$ cat config.mk
export PLATFORM = sky130hd
export DESIGN_NAME = sound_mix_top
export DESIGN_NICKNAME = d
export VERILOG_FILES = /design/src/hw/sound_pkg.sv /design/src/hw/mixer_regs.sv /design/src/hw/volume_stage.sv /design/src/hw/output_sum.sv /design/src/hw/sound_mix_top.sv
export SDC_FILE = /design/constraint.sdc
export NUM_CORES = 1
export LEC_CHECK = 0
export ABC_AREA = 1
export BUFFER_PORTS_ARGS = -buffer_cell sky130_fd_sc_hd__buf_2
export CAP_MARGIN = 10
export CORE_UTILIZATION = 40
export DETAILED_ROUTE_END_ITERATION = 7
export SLEW_MARGIN = 20
export SYNTH_ARGS = -nofsm -noshare
export SYNTH_HDL_FRONTEND = slang
export SYNTH_SLANG_ARGS = --single-unit
$ cat constraint.sdc
create_clock -name clk -period 3.3 [get_ports clk]
set_input_delay 0.33 -clock clk [delete_from_list [all_inputs] [get_ports clk]]
set_output_delay 0.33 -clock clk [all_outputs]
set_load 0.005 [all_outputs]
$ cat src/hw/sound_pkg.sv
// sound_pkg: sample, volume and register-index types, mixer register indices, volume scaling
package sound_pkg;

	typedef logic signed [15:0] sample_t; // signed pcm sample
	typedef logic [4:0] vol_t;            // 31 = full level, 0 = mute
	typedef logic [7:0] reg_index_t;

	// packed and individual mixer registers
	parameter reg_index_t REG_RESET    = 8'h00;
	parameter reg_index_t REG_VOICE    = 8'h04;
	parameter reg_index_t REG_MASTER   = 8'h22;
	parameter reg_index_t REG_SYNTH    = 8'h26;
	parameter reg_index_t REG_MASTER_L = 8'h30;
	parameter reg_index_t REG_MASTER_R = 8'h31;
	parameter reg_index_t REG_VOICE_L  = 8'h32;
	parameter reg_index_t REG_VOICE_R  = 8'h33;
	parameter reg_index_t REG_SYNTH_L  = 8'h34;
	parameter reg_index_t REG_SYNTH_R  = 8'h35;
	parameter reg_index_t REG_IRQ_SEL  = 8'h80;

	parameter vol_t VOL_FULL = 5'd31;

	// 6 dB per step of the upper four volume bits
	function automatic sample_t volume(sample_t smp, vol_t vol);
		sample_t res;
		if (vol == '0)
			res = '0; // mute
		else
			res = smp >>> (4'd15 - vol[4:1]);
		return res;
	endfunction

endpackage

$ cat src/hw/mixer_regs.sv
// mixer_regs: host index/data port, volume and mode registers, readback, irq routing
module mixer_regs (
	input  logic                 clk,
	input  logic                 rst_n,
	input  logic [3:0]           address,
	input  logic                 read,
	input  logic                 write,
	input  logic [7:0]           writedata,
	input  logic                 irq,
	output logic [7:0]           readdata,
	output logic                 irq_5,
	output logic                 irq_7,
	output logic                 irq_10,
	output sound_pkg::vol_t      vol_master_l,
	output sound_pkg::vol_t      vol_master_r,
	output sound_pkg::vol_t      vol_voice_l,
	output sound_pkg::vol_t      vol_voice_r,
	output sound_pkg::vol_t      vol_synth_l,
	output sound_pkg::vol_t      vol_synth_r
);

	sound_pkg::reg_index_t index_reg;
	logic                  enhanced; // sbpro style packing
	logic                  irq_7_en;
	logic                  irq_10_en;
	logic                  irq_5_en;
	logic                  index_wr;
	logic                  data_wr;
	sound_pkg::vol_t       pack_l;
	sound_pkg::vol_t       pack_r;
	logic [7:0]            vol_mask;
	logic [7:0]            reg_val;

	assign index_wr = write && (address == 4'd4);
	assign data_wr  = write && (address == 4'd5);

	// nibble to 5-bit volume, upper nibble is left
	assign pack_l = enhanced ? {writedata[7:5], writedata[7:6]} : {writedata[7:4], writedata[7]};
	assign pack_r = enhanced ? {writedata[3:1], writedata[3:2]} : {writedata[3:0], writedata[3]};

	always_ff @(posedge clk) begin
		if (!rst_n)
			index_reg <= sound_pkg::REG_RESET;
		else if (index_wr)
			index_reg <= writedata;
	end

	// volumes
	always_ff @(posedge clk) begin
		if (!rst_n || (data_wr && index_reg == sound_pkg::REG_RESET)) begin
			vol_master_l <= sound_pkg::VOL_FULL;
			vol_master_r <= sound_pkg::VOL_FULL;
			vol_voice_l  <= sound_pkg::VOL_FULL;
			vol_voice_r  <= sound_pkg::VOL_FULL;
			vol_synth_l  <= sound_pkg::VOL_FULL;
			vol_synth_r  <= sound_pkg::VOL_FULL;
		end else if (data_wr) begin
			case (index_reg)
				sound_pkg::REG_VOICE: begin
					vol_voice_l <= pack_l;
					vol_voice_r <= pack_r;
				end
				sound_pkg::REG_MASTER: begin
					vol_master_l <= pack_l;
					vol_master_r <= pack_r;
				end
				sound_pkg::REG_SYNTH: begin
					vol_synth_l <= pack_l;
					vol_synth_r <= pack_r;
				end
				default: ;
			endcase
			if (!enhanced) begin // individual regs only exist in normal mode
				case (index_reg)
					sound_pkg::REG_MASTER_L: vol_master_l <= writedata[7:3];
					sound_pkg::REG_MASTER_R: vol_master_r <= writedata[7:3];
					sound_pkg::REG_VOICE_L:  vol_voice_l  <= writedata[7:3];
					sound_pkg::REG_VOICE_R:  vol_voice_r  <= writedata[7:3];
					sound_pkg::REG_SYNTH_L:  vol_synth_l  <= writedata[7:3];
					sound_pkg::REG_SYNTH_R:  vol_synth_r  <= writedata[7:3];
					default: ;
				endcase
			end
		end
	end

	// mode and irq select share one index
	always_ff @(posedge clk) begin
		if (!rst_n) begin
			enhanced  <= 1'b0;
			irq_7_en  <= 1'b0;
			irq_10_en <= 1'b0;
		end else if (data_wr && index_reg == sound_pkg::REG_IRQ_SEL) begin
			if (writedata == 8'hAD) begin
				enhanced <= 1'b1;
			end else if (writedata == 8'hAE) begin
				enhanced <= 1'b0;
			end else begin
				irq_7_en  <= (writedata[3:2] == 2'b01);
				irq_10_en <= (writedata[3:2] == 2'b10);
			end
		end
	end

	assign irq_5_en = !irq_7_en && !irq_10_en; // default line
	assign irq_5    = irq && irq_5_en;
	assign irq_7    = irq && irq_7_en;
	assign irq_10   = irq && irq_10_en;

	assign vol_mask = enhanced ? 8'hEE : 8'hFF;

	always_comb begin
		reg_val = 8'h00;
		case (index_reg)
			sound_pkg::REG_VOICE:   reg_val = {vol_voice_l[4:1], vol_voice_r[4:1]} & vol_mask;
			sound_pkg::REG_MASTER:  reg_val = {vol_master_l[4:1], vol_master_r[4:1]} & vol_mask;
			sound_pkg::REG_SYNTH:   reg_val = {vol_synth_l[4:1], vol_synth_r[4:1]} & vol_mask;
			sound_pkg::REG_IRQ_SEL: reg_val = {4'h0, irq_10_en, irq_7_en, irq_5_en, 1'b0};
			default: ;
		endcase
		if (!enhanced) begin
			case (index_reg)
				sound_pkg::REG_MASTER_L: reg_val = {vol_master_l, 3'd0};
				sound_pkg::REG_MASTER_R: reg_val = {vol_master_r, 3'd0};
				sound_pkg::REG_VOICE_L:  reg_val = {vol_voice_l, 3'd0};
				sound_pkg::REG_VOICE_R:  reg_val = {vol_voice_r, 3'd0};
				sound_pkg::REG_SYNTH_L:  reg_val = {vol_synth_l, 3'd0};
				sound_pkg::REG_SYNTH_R:  reg_val = {vol_synth_r, 3'd0};
				default: ;
			endcase
		end
	end

	always_ff @(posedge clk) begin
		if (read)
			readdata <= (address == 4'd5) ? reg_val : 8'h00; // only the data port reads back
	end

endmodule

$ cat src/hw/volume_stage.sv
// volume_stage: first pipeline stage, voice and synth volume scaling
module volume_stage (
	input  logic                clk,
	input  logic                rst_n,
	input  logic                sample_strobe,
	input  sound_pkg::sample_t  dsp_l,
	input  sound_pkg::sample_t  dsp_r,
	input  sound_pkg::sample_t  fm_l,
	input  sound_pkg::sample_t  fm_r,
	input  sound_pkg::vol_t     vol_voice_l,
	input  sound_pkg::vol_t     vol_voice_r,
	input  sound_pkg::vol_t     vol_synth_l,
	input  sound_pkg::vol_t     vol_synth_r,
	output logic                mid_strobe,
	output sound_pkg::sample_t  scaled_dsp_l,
	output sound_pkg::sample_t  scaled_dsp_r,
	output sound_pkg::sample_t  scaled_fm_l,
	output sound_pkg::sample_t  scaled_fm_r
);

	// strobe follows the data by one edge
	always_ff @(posedge clk) begin
		if (!rst_n)
			mid_strobe <= 1'b0;
		else
			mid_strobe <= sample_strobe;
	end

	// digital channel by voice volume
	always_ff @(posedge clk) begin
		if (sample_strobe) begin
			scaled_dsp_l <= sound_pkg::volume(dsp_l, vol_voice_l);
			scaled_dsp_r <= sound_pkg::volume(dsp_r, vol_voice_r);
		end
	end

	// synth by synth volume
	always_ff @(posedge clk) begin
		if (sample_strobe) begin
			scaled_fm_l <= sound_pkg::volume(fm_l, vol_synth_l);
			scaled_fm_r <= sound_pkg::volume(fm_r, vol_synth_r);
		end
	end

endmodule

$ cat src/hw/output_sum.sv
// output_sum: second pipeline stage, halved sum and master volume
module output_sum (
	input  logic                clk,
	input  logic                rst_n,
	input  logic                mid_strobe,
	input  sound_pkg::sample_t  scaled_dsp_l,
	input  sound_pkg::sample_t  scaled_dsp_r,
	input  sound_pkg::sample_t  scaled_fm_l,
	input  sound_pkg::sample_t  scaled_fm_r,
	input  sound_pkg::vol_t     vol_master_l,
	input  sound_pkg::vol_t     vol_master_r,
	output logic                out_strobe,
	output sound_pkg::sample_t  out_l,
	output sound_pkg::sample_t  out_r
);

	sound_pkg::sample_t sum_l;
	sound_pkg::sample_t sum_r;

	// each input halved first so the sum stays in range
	assign sum_l = (scaled_dsp_l >>> 1) + (scaled_fm_l >>> 1);
	assign sum_r = (scaled_dsp_r >>> 1) + (scaled_fm_r >>> 1);

	always_ff @(posedge clk) begin
		if (!rst_n)
			out_strobe <= 1'b0;
		else
			out_strobe <= mid_strobe;
	end

	always_ff @(posedge clk) begin
		if (mid_strobe) begin
			out_l <= sound_pkg::volume(sum_l, vol_master_l); // master left
			out_r <= sound_pkg::volume(sum_r, vol_master_r);
		end
	end

endmodule

$ cat src/hw/sound_mix_top.sv
// sound_mix_top: mixer register block and the two-stage sample pipeline
module sound_mix_top (
	input  logic                clk,
	input  logic                rst_n,
	input  logic [3:0]          address,
	input  logic                read,
	input  logic                write,
	input  logic [7:0]          writedata,
	output logic [7:0]          readdata,
	input  logic                irq,
	output logic                irq_5,
	output logic                irq_7,
	output logic                irq_10,
	input  logic                sample_strobe,
	input  sound_pkg::sample_t  dsp_l,
	input  sound_pkg::sample_t  dsp_r,
	input  sound_pkg::sample_t  fm_l,
	input  sound_pkg::sample_t  fm_r,
	output logic                out_strobe,
	output sound_pkg::sample_t  out_l,
	output sound_pkg::sample_t  out_r
);

	sound_pkg::vol_t    vol_master_l;
	sound_pkg::vol_t    vol_master_r;
	sound_pkg::vol_t    vol_voice_l;
	sound_pkg::vol_t    vol_voice_r;
	sound_pkg::vol_t    vol_synth_l;
	sound_pkg::vol_t    vol_synth_r;
	logic               mid_strobe;
	sound_pkg::sample_t scaled_dsp_l;
	sound_pkg::sample_t scaled_dsp_r;
	sound_pkg::sample_t scaled_fm_l;
	sound_pkg::sample_t scaled_fm_r;

	mixer_regs u_regs (
		.clk, .rst_n,
		.address, .read, .write, .writedata, .irq,
		.readdata,
		.irq_5, .irq_7, .irq_10,
		.vol_master_l, .vol_master_r,
		.vol_voice_l, .vol_voice_r,
		.vol_synth_l, .vol_synth_r
	);

	// stage 1, channel volumes
	volume_stage u_stage1 (
		.clk, .rst_n,
		.sample_strobe,
		.dsp_l, .dsp_r, .fm_l, .fm_r,
		.vol_voice_l, .vol_voice_r, .vol_synth_l, .vol_synth_r,
		.mid_strobe,
		.scaled_dsp_l, .scaled_dsp_r, .scaled_fm_l, .scaled_fm_r
	);

	// stage 2, sum and master
	output_sum u_stage2 (
		.clk, .rst_n,
		.mid_strobe,
		.scaled_dsp_l, .scaled_dsp_r, .scaled_fm_l, .scaled_fm_r,
		.vol_master_l, .vol_master_r,
		.out_strobe, .out_l, .out_r
	);

endmodule

* Word level (Yosys, flattened, before mapping)
Cells that the tools add are included.
** Storage, ports and cells
- Register bits :: 147
- Bits of input ports :: 82
- Logic and storage cells :: 102
** Cells by class
- Add/subtract/negate cells :: 8
- Equality and inequality tests :: 16
- Shift-type cells :: 6
- Multiplexer cells :: 26
- Bitwise gates (word level) :: 5
- Reductions and logical operators :: 22
** Operators by type and width (number)
- $sshr 16x4->16 :: 6
- $mux 5 :: 19
- $eq 8x6->1 const B :: 8
- $pmux 8 s6 :: 1
- $add 15x15->16 :: 2
- $pmux 8 s4 :: 1
- $logic_not 5->1 :: 6
- $and 8x8->8 :: 3
- $eq 8x8->1 const B :: 3
- $sub 4x4->4 const A :: 6
- $eq 4x3->1 const B :: 2
- $eq 8x3->1 const B :: 1
- $logic_and 1x1->1 :: 8
- $logic_not 8->1 :: 1
- $mux 8 :: 1
- $mux 2 :: 2
- $logic_not 1->1 :: 3
- $reduce_and 3->1 :: 1
- $eq 2x1->1 const B :: 1
- $eq 2x2->1 const B :: 1
- $mux 1 :: 2
- $not 1->1 :: 2
- $reduce_and 2->1 :: 1
- $reduce_bool 2->1 :: 1
- $logic_or 1x1->1 :: 1

* Logic depth before layout (Yosys ltp)
Gate-level depths: netlist of the first run.
- Depth after elaboration :: 5
- Depth in mapped cells :: 16
- Depth with buffers taken out :: 16

* Modules after synthesis
From an unflattened synthesis of the first run, not the netlist that was laid out.
** Second synthesis, totals
- Cells, all modules :: 1923
- Area, all modules :: 12495.7 um2
** By module, submodules not included
- volume_stage :: times used 1, cells each 761, area each 5238.8 um2
- output_sum :: times used 1, cells each 713, area each 4240.3 um2
- mixer_regs :: times used 1, cells each 449, area each 3016.6 um2

* Worst setup path before layout of the first run
No wires, ideal clock.
- Path kind :: reg-to-reg
- Start :: reg u_stage1.scaled_dsp_l[1]
- End :: reg u_stage2.out_l[0] (data pin)
- Data arrival time :: 1.955 ns
- Required time :: 3.045 ns
- Slack :: 1.089 ns
- Stages on the path, launching flop included :: 17
- Path buffers :: 0
- Cells stage by stage :: edfxtp_1 ha_1 fa_1 nand2_2 nand2_1 nand3_1 nand2_1 nand2_1 nand2_1 nand2_1 nand3_1 nand2_1 nand2_1 nand3_1 nand2_1 o21ai_0 inv_1
** On the way
- Word-level cells in the longest chain between the ends :: 2
** Ends and longest elaborated chain
- start, declared :: line volume_stage.sv:15 : output sound_pkg::sample_t scaled_dsp_l,
- start signal, assigned :: line volume_stage.sv:32 : scaled_dsp_l <= sound_pkg::volume(dsp_l, vol_voice_l);
- $add 15x15->16 :: line output_sum.sv:21 : assign sum_l = (scaled_dsp_l >>> 1) + (scaled_fm_l >>> 1);
- $sshr 16x4->16 :: line sound_pkg.sv:29 : res = smp >>> (4'd15 - vol[4:1]);
- end signal, assigned :: line output_sum.sv:33 : out_l <= sound_pkg::volume(sum_l, vol_master_l);
- end, declared :: line output_sum.sv:13 : output sound_pkg::sample_t out_l,
Every way passes these cells.
A chain may end at the register's enable or synchronous reset.

* Worst setup path after layout of the first run
- Start :: reg u_stage1.scaled_dsp_r[1]
- End :: reg u_stage2.out_r[13] (data pin)
** On the way
- Word-level cells in the longest chain between the ends :: 2
** Ends and longest elaborated chain
- start, declared :: line volume_stage.sv:16 : output sound_pkg::sample_t scaled_dsp_r,
- start signal, assigned :: line volume_stage.sv:33 : scaled_dsp_r <= sound_pkg::volume(dsp_r, vol_voice_r);
- $add 15x15->16 :: line output_sum.sv:22 : assign sum_r = (scaled_dsp_r >>> 1) + (scaled_fm_r >>> 1);
- $sshr 16x4->16 :: line sound_pkg.sv:29
- end signal, assigned :: line output_sum.sv:34 : out_r <= sound_pkg::volume(sum_r, vol_master_r);
- end, declared :: line output_sum.sv:14 : output sound_pkg::sample_t out_r
Every way passes these cells.

==> results of run 1 <==
==> final cells by class <==
cell class	instances	area, um2	area share [%]
flip-flops and latches	143	3860	30.0
multi-input cells	1315	6460	50.2
diodes	1	2.50	0.0194
well taps	378	473	3.67
inverters	208	781	6.07
clock inverters	15	158	1.22
clock buffers	17	425	3.31
repair buffers	133	708	5.50
==> path summary, 6_finish.rpt <==
path | depth (start not counted) | slack, ns | end | startpoint
worst max-delay path | 16 | 0.75 | u_stage2.out_r[13] | u_stage1.scaled_dsp_r[1]
worst max register to register | 16 | 0.75 | u_stage2.out_r[13] | u_stage1.scaled_dsp_r[1]
worst min-delay path | 3 | 0.22 | u_regs.index_reg[0] | writedata[0]
worst min register to register | 2 | 0.53 | u_regs.vol_synth_l[0] | u_regs.vol_synth_l[0]
==> report_power, final <==
group / internal, uW / switching, uW / leakage (uW)
Combinational: 444 / 775 / 0.00465
Sequential: 2050 / 48.0 / 0.00132
Clock: 1120 / 800 / 0.000280
==> layout by cell type, fill, tap and decap left out, types with 10 or more instances in the layout <==
| master | instances |
|---|---|
| dfxtp_1 | 43 |
| inv_1 | 191 |
| buf_2 | 121 |
| nand3_1 | 196 |
| edfxtp_1 | 100 |
| nand2_2 | 15 |
| nand4_1 | 10 |
| o22ai_1 | 35 |
| clkbuf_16 | 17 |
| ha_1 | 30 |
| o211ai_1 | 30 |
| buf_4 | 11 |
| nor2_1 | 67 |
| a21oi_1 | 132 |
| clkinv_1 | 10 |
| o21ai_0 | 150 |
| nand2_1 | 565 |
==> metrics by stage <==
step	hold slack (ns)	cell area [um2]
floorplan	0.428	11400
detailed placement	0.523	12300
global placement	0.519	12300
global route	0.226	12900
CTS	0.195	12900
finish	0.221	12900
==> logic make-up (layout without fill, tap and decap cells) <==
family	Yosys count	count (layout)
and+or+nand+nor	890	890
AOI/OAI and AO/OA	377	377
buffers and inverters	287	373
DFF	143	143
adders and majority gates	32	32
xor gates and xnor gates	10	10
muxes	6	6
other	0	1
==> routing by layer <==
| layer | GRT usage [%] | part of all wire, % | wire length [um] |
|---|---|---|---|
| met5 | 0 | 0 | 0 |
| met4 | 6.29 | 1.1 | 365 |
| met3 | 2.95 | 6.2 | 2000 |
| met2 | 33.2 | 41 | 13300 |
| met1 | 34.8 | 52 | 16800 |
==> worst max-delay path, cell delays in order, from the launching register on <==
cell and delay, ns:
edfxtp_1 0.40, ha_1 0.25, fa_1 0.41, nand2_1 0.12, nand2_1 0.06, nand3_1 0.09, nand2_1 0.11, nand2_1 0.13
nand2_1 0.08, nand2_1 0.09, nand3_1 0.09, nand3_1 0.14, nand2_1 0.07, nand2_1 0.05, nand2_1 0.06, nand2_1 0.07
a21oi_1 0.07
==> out/metrics.cfg, run 1 <==
[pwr]
p_per_area_nw_per_um2=407
power_leakage_uw=0.00625
total_power_uw=5240
ir_worst_vdd_mv=0.261

[sta]
fin_crit_sh_pct=77.3
hold_violations=0
fin_setup_tns_ns=0
grt_setup_unrepaired=no
setup_viol=0
maxSlewViolCount=0
slew_headroom_pct=46.8
worstMarginPinSlew_ns=0.797
setup_ws_ns=0.749
fmax_mhz=392
fin_crit_ns=2.55
fin_skew_ns=0.0106

[synth]
synth_fp_nets=1859
yosysTopAreaCell=edfxtp_1
ys.flop_type=edfxtp_1
synth_area_um2=11400
synthAdderAreaFrac_pct=3.63
synth_xor_area_share_pct=0.765
syn_inst=1745
synthSimpleGateAreaFrac_pct=33.2
synthTopCellsByArea=edfxtp_1 (26%), nand2_1 (19%), nand3_1 (8.6%), dfxtp_1 (7.5%), o21ai_0 (6.6%)
yosysUniqueCellTypes=47
synth_common_cells=nand2_1 (565), nand3_1 (196), inv_1 (191)
synth-compound-area-share_pct=18.3
synth.top_cell.area_share_pct=26.2
yosys.cell_count.top_type=nand2_1
ys_async_sr_fraction_pct=0
synth_top_family_by_area=simple AND/OR/NAND/NOR gates
ys_seq_elements=143
synth.avg_cell_area_um2=6.56
ys_seq_area_share_pct=33.8
synth_mux_area_share_pct=0.525
ys_warn_count=0
synth_edf_count=100

[min_path]
hold_class=in2reg

[floorplan]
die_area_um2=29300
rows=61
pin_count=126
core-area_um2=27900
dieHeight_um=171
start_util_pct=41.0
die_w_um=171

[worst_setup_path]
crit_arrival_ns=2.72
crit_fanout=3
crit_path_end_kind=flip-flop
start_kind=flip-flop
crit_type=reg2reg
cp_data_required_time_ns=3.47

[cts]
cts_sinks=143
h-tree-depth=4
cts_resized=0
cts_hold_buf=0
cts_buffers=17
cts.reportedPaths.clkPinSlew_ns=0.06
clkLatencyLatePin_ns=0.43
cts_tree=done
clockBufferDepth=2
root_buffer=clkbuf_16
cts_setup_buffers=0

[cells_and_area]
top_regs=u_stage2.out_l x16, u_stage2.out_r x16
area_growth_syn_to_layout_pct=12.4
fin_util_pct=46.1
final_cells=2210
drive_above_1_share_pct=11.6
nets=1932
num-fill-cells=2983

[grt]
grt_overflow=0
grt_usage_pct=22.8
grt_pass1_wl_um=52800
antenna_found_initial=0
grt_max_degree=62
grt_pass1_vias=10358

[routing]
firstDrtPassIters=6
first_iter_violations=884
ant_nets=0
finalWirelength_um=32500
drc_errors=0
vias_per_cell=5.28
routedWlPerCell_um=14.7
num_vias=11672

[status]
outcome=completed

[placement]
pre_cts_slack_ns=0.767
numPortBuffers=121
placed_cells=2177
dpl.hpwl_um=25500
place.gp.congestion=0.947

[flow_run]
max_cap_viol_count=0

No activity file was read; power rests on OpenSTA's default activity.
==> run 2: changes to the inputs <==
==> constraint.sdc (replaced) <==
create_clock -name clk -period 2.6 [get_ports clk]
set_input_delay 0.26 -clock clk [delete_from_list [all_inputs] [get_ports clk]]
set_output_delay 0.26 -clock clk [all_outputs]
set_load 0.005 [all_outputs]
==> out/metrics.cfg, run 2 (synthesis gave the netlist of run 1 again) <==
[cts]
clockBufferDepth=2  ; unchanged
clkLatencyLatePin_ns=0.43  ; about the same
cts.reportedPaths.clkPinSlew_ns=0.07  ; about the same
cts_sinks=143  ; unchanged
h-tree-depth=4  ; unchanged
cts_tree=done
root_buffer=clkbuf_16
cts_buffers=17  ; unchanged
cts_hold_buf=0  ; unchanged

[worst_setup_path]
crit_fanout=3  ; unchanged
rr_endpoint=u_stage2.out_r[3]
cpMaxStageDelayCell=edfxtp_1
crit_chain=ha_2 > fa_2 > nand2_1 > nand2_1 > nand3_1 > nand2_1 > nand2_2 > nand2_1 > nand2_1 > nand3_1 > nand3_2 > nand2_1 > nand2_1 > nand3_1 > nand3_1 > inv_1
cp_data_required_time_ns=2.79  ; -0.68 ns
startpoint=u_stage1.scaled_dsp_r[1]
crit_type=reg2reg
crit_path_frequent_cell=nand2_1
crit_path_end_kind=flip-flop
max_stage_delay_ns=0.37  ; -0.04 ns
rrSetupSlack_ns=0.20  ; -0.54 ns
endpoint=u_stage2.out_r[3]
crit_arrival_ns=2.59  ; -0.13 ns
start_kind=flip-flop
r2r_start=u_stage1.scaled_dsp_r[1]
rr_worst_depth=16  ; unchanged

[cells_and_area]
top_regs=u_stage2.out_l x16, u_stage2.out_r x16
postLayoutCellArea_um2=13000  ; +1.3%
final_cells=2229  ; +0.86%
area_growth_syn_to_layout_pct=13.9
seqCellArea_um2=3860  ; unchanged
multiInputGateArea_um2=6510  ; +0.79%
num-fill-cells=2952  ; -1.0%
drive_above_1_share_pct=13.2  ; +1.7 points
mostFrequentLayoutCells=nand2_1 (563), nand3_1 (195), inv_1 (191), o21ai_0 (149), a21oi_1 (131)
final_common_cell=nand2_1
antennaDiodeCount=0  ; -1
nets=1952  ; +1.0%

[min_path]
hold_class=in2reg

[flow_run]
max_cap_viol_count=0  ; unchanged

[sta]
hold_violations=0  ; unchanged
maxSlewViolCount=0  ; unchanged
fin_crit_sh_pct=92.1  ; +15 points
fin_hold_ws_ns=0.121  ; -0.0998 ns
fmax_mhz=418  ; +6.5%
fin_skew_ns=0.0110  ; +0.000433 ns
fin_crit_ns=2.40  ; -0.156 ns
worstMarginPinSlew_ns=0.734  ; -0.0634 ns
setup_viol=0  ; unchanged
slew_headroom_pct=50.6  ; +3.8 points

[floorplan]
start_util_pct=41.0  ; unchanged
rows=61  ; unchanged
die_area_um2=29300  ; unchanged
core-area_um2=27900  ; unchanged
pin_count=126  ; unchanged
dieHeight_um=171  ; unchanged
die_w_um=171  ; unchanged

[pwr]
power_leakage_uw=0.00632  ; +1.2%
total_power_uw=6560  ; +25%
p_per_area_nw_per_um2=503  ; +24%
ir_worst_vdd_mv=0.335  ; +28%

[status]
outcome=completed

[placement]
numPortBuffers=121  ; unchanged
dpl.hpwl_um=25700  ; +0.87%
place_area_um2=12400  ; +1.2%
place.gp.congestion=0.929  ; -1.9%
placed_cells=2197  ; +0.92%

[grt]
grt_pass1_wl_um=52100  ; -1.4%
grt_pass1_vias=10243  ; -1.1%
grt_overflow=0  ; unchanged
grt_max_degree=62  ; unchanged
antenna_found_initial=0  ; unchanged
grt_usage_pct=22.5  ; -0.31 points

[routing]
routedWlPerCell_um=14.7  ; about the same
ant_nets=0  ; unchanged
drc_errors=0  ; unchanged
num_vias=11772  ; +0.86%
finalWirelength_um=32800  ; +0.91%
first_iter_violations=941  ; +6.4%
firstDrtPassIters=6  ; unchanged
vias_per_cell=5.28  ; about the same

==> run 2: cell type report <==
class,count,area share (%)
Clock buffer,17,3.26
Sequential cell,143,29.6
Tap cell,378,3.63
Timing Repair Buffer,153,6.58
Multi-Input combinational cell,1315,50.0
Clock inverter,15,0.941
Inverter,208,5.99
==> run 2: how the worst min path moves through the flow <==
stage,startpoint,to,slack [ns],cells past startpoint
6_report,writedata[0],u_regs.index_reg[0],0.12,3
5_1_grt,writedata[0],u_regs.index_reg[0],0.12,3
4_1_cts,writedata[0],u_regs.index_reg[0],0.11,3
3_5_place_dp,u_regs.vol_synth_l[0],u_regs.vol_synth_l[0],0.52,2
3_3_place_gp,u_regs.vol_synth_l[4],u_regs.vol_synth_l[4],0.52,2
2_1_floorplan,sample_strobe,u_stage1.mid_strobe,0.36,2
==> run 2: stage by stage <==
step	TNS, ns	util, %	worst slack [ns]
floorplan	0	-	0.389
global placement	0	44.5	0.109
detailed placement	0	44.5	0.0724
CTS	0	46.5	0.0824
global route	-0.0166	46.7	-0.0166
finish	0	46.7	0.205
==> run 2: power by group <==
part           leakage (uW)  total, uW  switching, uW  internal, uW
registers           0.00132       2660           56.0          2610
logic               0.00473       1580            998           578
clock network      0.000264       2320           1070          1250
total               0.00632       6560           2130          4430
==> run 2: what timing repair did <==
action / in CTS / in global routing
setup buffers: 0 / 0
endpoints found under the setup margin: 0 / 28
gates resized for setup: 0 / 12
==> run 2: critical path: cells and delay by family, from the launching register on <==
kind          cells  cell delay (ns)
flops             1             0.37
simple gates     13             1.18
fa+ha+maj         2             0.56
buf+inv           1             0.05
==> run 2: routing by layer <==
| metal | routed length, um | track usage (%) | vias up | part of all wire, % |
|---|---|---|---|---|
| met3 | 2140 | 2.72 | 30 | 6.5 |
| met5 | 0 | 0 | - | 0 |
| li1 | - | - | 6052 | - |
| met4 | 359 | 5.78 | 0 | 1.1 |
| met1 | 16800 | 34.8 | 5291 | 51 |
| met2 | 13500 | 32.5 | 399 | 41 |
==> run 3: changes to the inputs <==
==> constraint.sdc (replaced) <==
create_clock -name clk -period 2.5 [get_ports clk]
set_input_delay 0.25 -clock clk [delete_from_list [all_inputs] [get_ports clk]]
set_output_delay 0.25 -clock clk [all_outputs]
set_load 0.005 [all_outputs]
==> out/metrics.cfg, run 3 (synthesis gave the netlist of run 1 again) <==
[worst_setup_path]
crit_path_end_kind=flip-flop
r2r_start=u_stage1.scaled_dsp_l[1]
crit_arrival_ns=2.51  ; -0.08 ns
start_kind=flip-flop
rr_worst_depth=14  ; -2
cp_data_required_time_ns=2.69  ; -0.10 ns
crit_fanout=3  ; unchanged
crit_type=reg2reg
startpoint=u_stage1.scaled_dsp_l[1]

[cts]
cts_hold_buf=0  ; unchanged
cts_sinks=143  ; unchanged
root_buffer=clkbuf_16
cts_tree=done
cts_buffers=17  ; unchanged
h-tree-depth=4  ; unchanged
clockBufferDepth=2  ; unchanged
cts_setup_buffers=0  ; unchanged
clkLatencyLatePin_ns=0.45  ; +0.02 ns
cts.reportedPaths.clkPinSlew_ns=0.07  ; about the same

[routing]
vias_per_cell=5.32  ; +0.65%
first_iter_violations=851  ; -9.6%
num_vias=11881  ; +0.93%
routedWlPerCell_um=14.8  ; +0.54%
drc_errors=0  ; unchanged
finalWirelength_um=33100  ; +0.81%
ant_nets=0  ; unchanged
firstDrtPassIters=5  ; -1

[sta]
setup_viol=0  ; unchanged
setup_ws_ns=0.184  ; -0.0213 ns
worstMarginPinSlew_ns=0.716  ; -0.0181 ns
fmax_mhz=432  ; +3.4%
slew_headroom_pct=51.8  ; +1.2 points
hold_violations=0  ; unchanged
fin_crit_ns=2.32  ; -0.0787 ns
maxSlewViolCount=0  ; unchanged
fin_hold_ws_ns=0.103  ; -0.0184 ns
fin_crit_sh_pct=92.7  ; +0.54 points
fin_skew_ns=0.0161  ; +0.00509 ns

[pwr]
power_leakage_uw=0.00640  ; +1.2%
clkPwrFrac_pct=37.0  ; +1.6 points
total_power_uw=7090  ; +8.2%
p_int_uw=4800  ; +8.4%
combPwrFrac_pct=23.9  ; about the same
p_switching_uw=2290  ; +7.7%
switching_share_pct=32.3  ; -0.14 points
p_seq_share_pct=39.1  ; -1.5 points
ir_worst_vdd_mv=0.349  ; +4.4%
p_per_area_nw_per_um2=533  ; +6.0%

[grt]
grt_usage_pct=22.5  ; +0.060 points
grt_overflow=0  ; unchanged
grt_pass1_wl_um=52200  ; +0.33%
antenna_found_initial=0  ; unchanged
grt_max_degree=62  ; unchanged
grt_pass1_vias=10217  ; -0.25%

[min_path]
hold_path_startpoint=writedata[0]
hold_depth=3  ; unchanged
hold_class=in2reg

[placement]
numPortBuffers=121  ; unchanged
dpl.hpwl_um=25700  ; +0.14%
place.gp.congestion=0.949  ; +2.1%
pre_cts_slack_ns=0.0273  ; -0.0451 ns

[cells_and_area]
area_growth_syn_to_layout_pct=16.1
num-fill-cells=2912  ; -1.4%
antennaDiodeCount=0  ; unchanged
final_common_cell=nand2_1
top_regs=u_stage2.out_l x16, u_stage2.out_r x16
mostFrequentLayoutCells=nand2_1 (557), inv_1 (191), nand3_1 (190), o21ai_0 (149), a21oi_1 (126)
nets=1958  ; +0.31%
drive_above_1_share_pct=15.1  ; +1.9 points

[floorplan]
dieHeight_um=171  ; unchanged
die_area_um2=29300  ; unchanged
start_util_pct=41.0  ; unchanged
core-area_um2=27900  ; unchanged
pin_count=126  ; unchanged
die_w_um=171  ; unchanged
rows=61  ; unchanged

[flow_run]
max_cap_viol_count=0  ; unchanged

[status]
outcome=completed

## run 3: what timing repair did
item                                   in CTS  in global routing
resized for setup                           0                 42
endpoints found under the hold margin       0                  0
setup endpoints to repair                   0                 30
## run 3: layout make-up
cell class,instances,area [um2],share of cell area (%)
Timing Repair Buffer,159,903,6.79
Tap cell,378,473,3.56
Sequential cell,143,3860,29.1
Multi-Input combinational cell,1315,6670,50.2
Inverter,208,781,5.87
Clock buffer,18,439,3.30
Clock inverter,14,164,1.23
## run 3: routing by layer
metal / routed length, um / global-route usage, % / share of wire [%] / up-vias
met5: 0 / 0 / 0 / -
met4: 388 / 5.51 / 1.2 / 0
met3: 2340 / 3.75 / 7.1 / 29
met2: 13800 / 33.0 / 42 / 376
met1: 16500 / 34.0 / 50 / 5415
li1: - / - / - / 6061
## run 3: power by group through the flow
stage,sequential (uW),combinational (uW),clock (uW)
3_3_place_gp,2820,1610,0
5_1_grt,2790,1930,2760
2_1_floorplan,2810,1140,0
4_1_cts,2770,1630,2670
3_5_place_dp,2820,1620,0
6_report,2770,1700,2620
## run 3: worst max-delay path, cell delays in order (launching register included)
cell and delay [ns]:
edfxtp_1 0.37, ha_2 0.22, fa_2 0.36, nand2_2 0.09, nand2_1 0.08, nand3_2 0.09
nand2_2 0.07, nand2_2 0.09, nand2_1 0.09, nand2_2 0.09, nand3_1 0.07, nand3_1 0.12
nand3_1 0.10, a21oi_1 0.18, nor2_1 0.06
## run 3: worst paths after layout
check / end / slack [ns]
hold / removal: u_regs.index_reg[0] / 0.10
setup / recovery: u_stage2.out_l[2] / 0.18
hold reg to reg: u_regs.vol_voice_l[0] / 0.54
setup reg to reg: u_stage2.out_l[2] / 0.18
## run 3: stage by stage
stage               area [um2]  util, %  instances  TNS, ns
finish                   13300     47.6       2235        0
global route             13300     47.6       2235  -0.0321
CTS                      13100     46.8       2235        0
detailed placement       12500     44.7       2203        0
global placement         12500     44.7       2203        0
floorplan                11400        -       1745        0
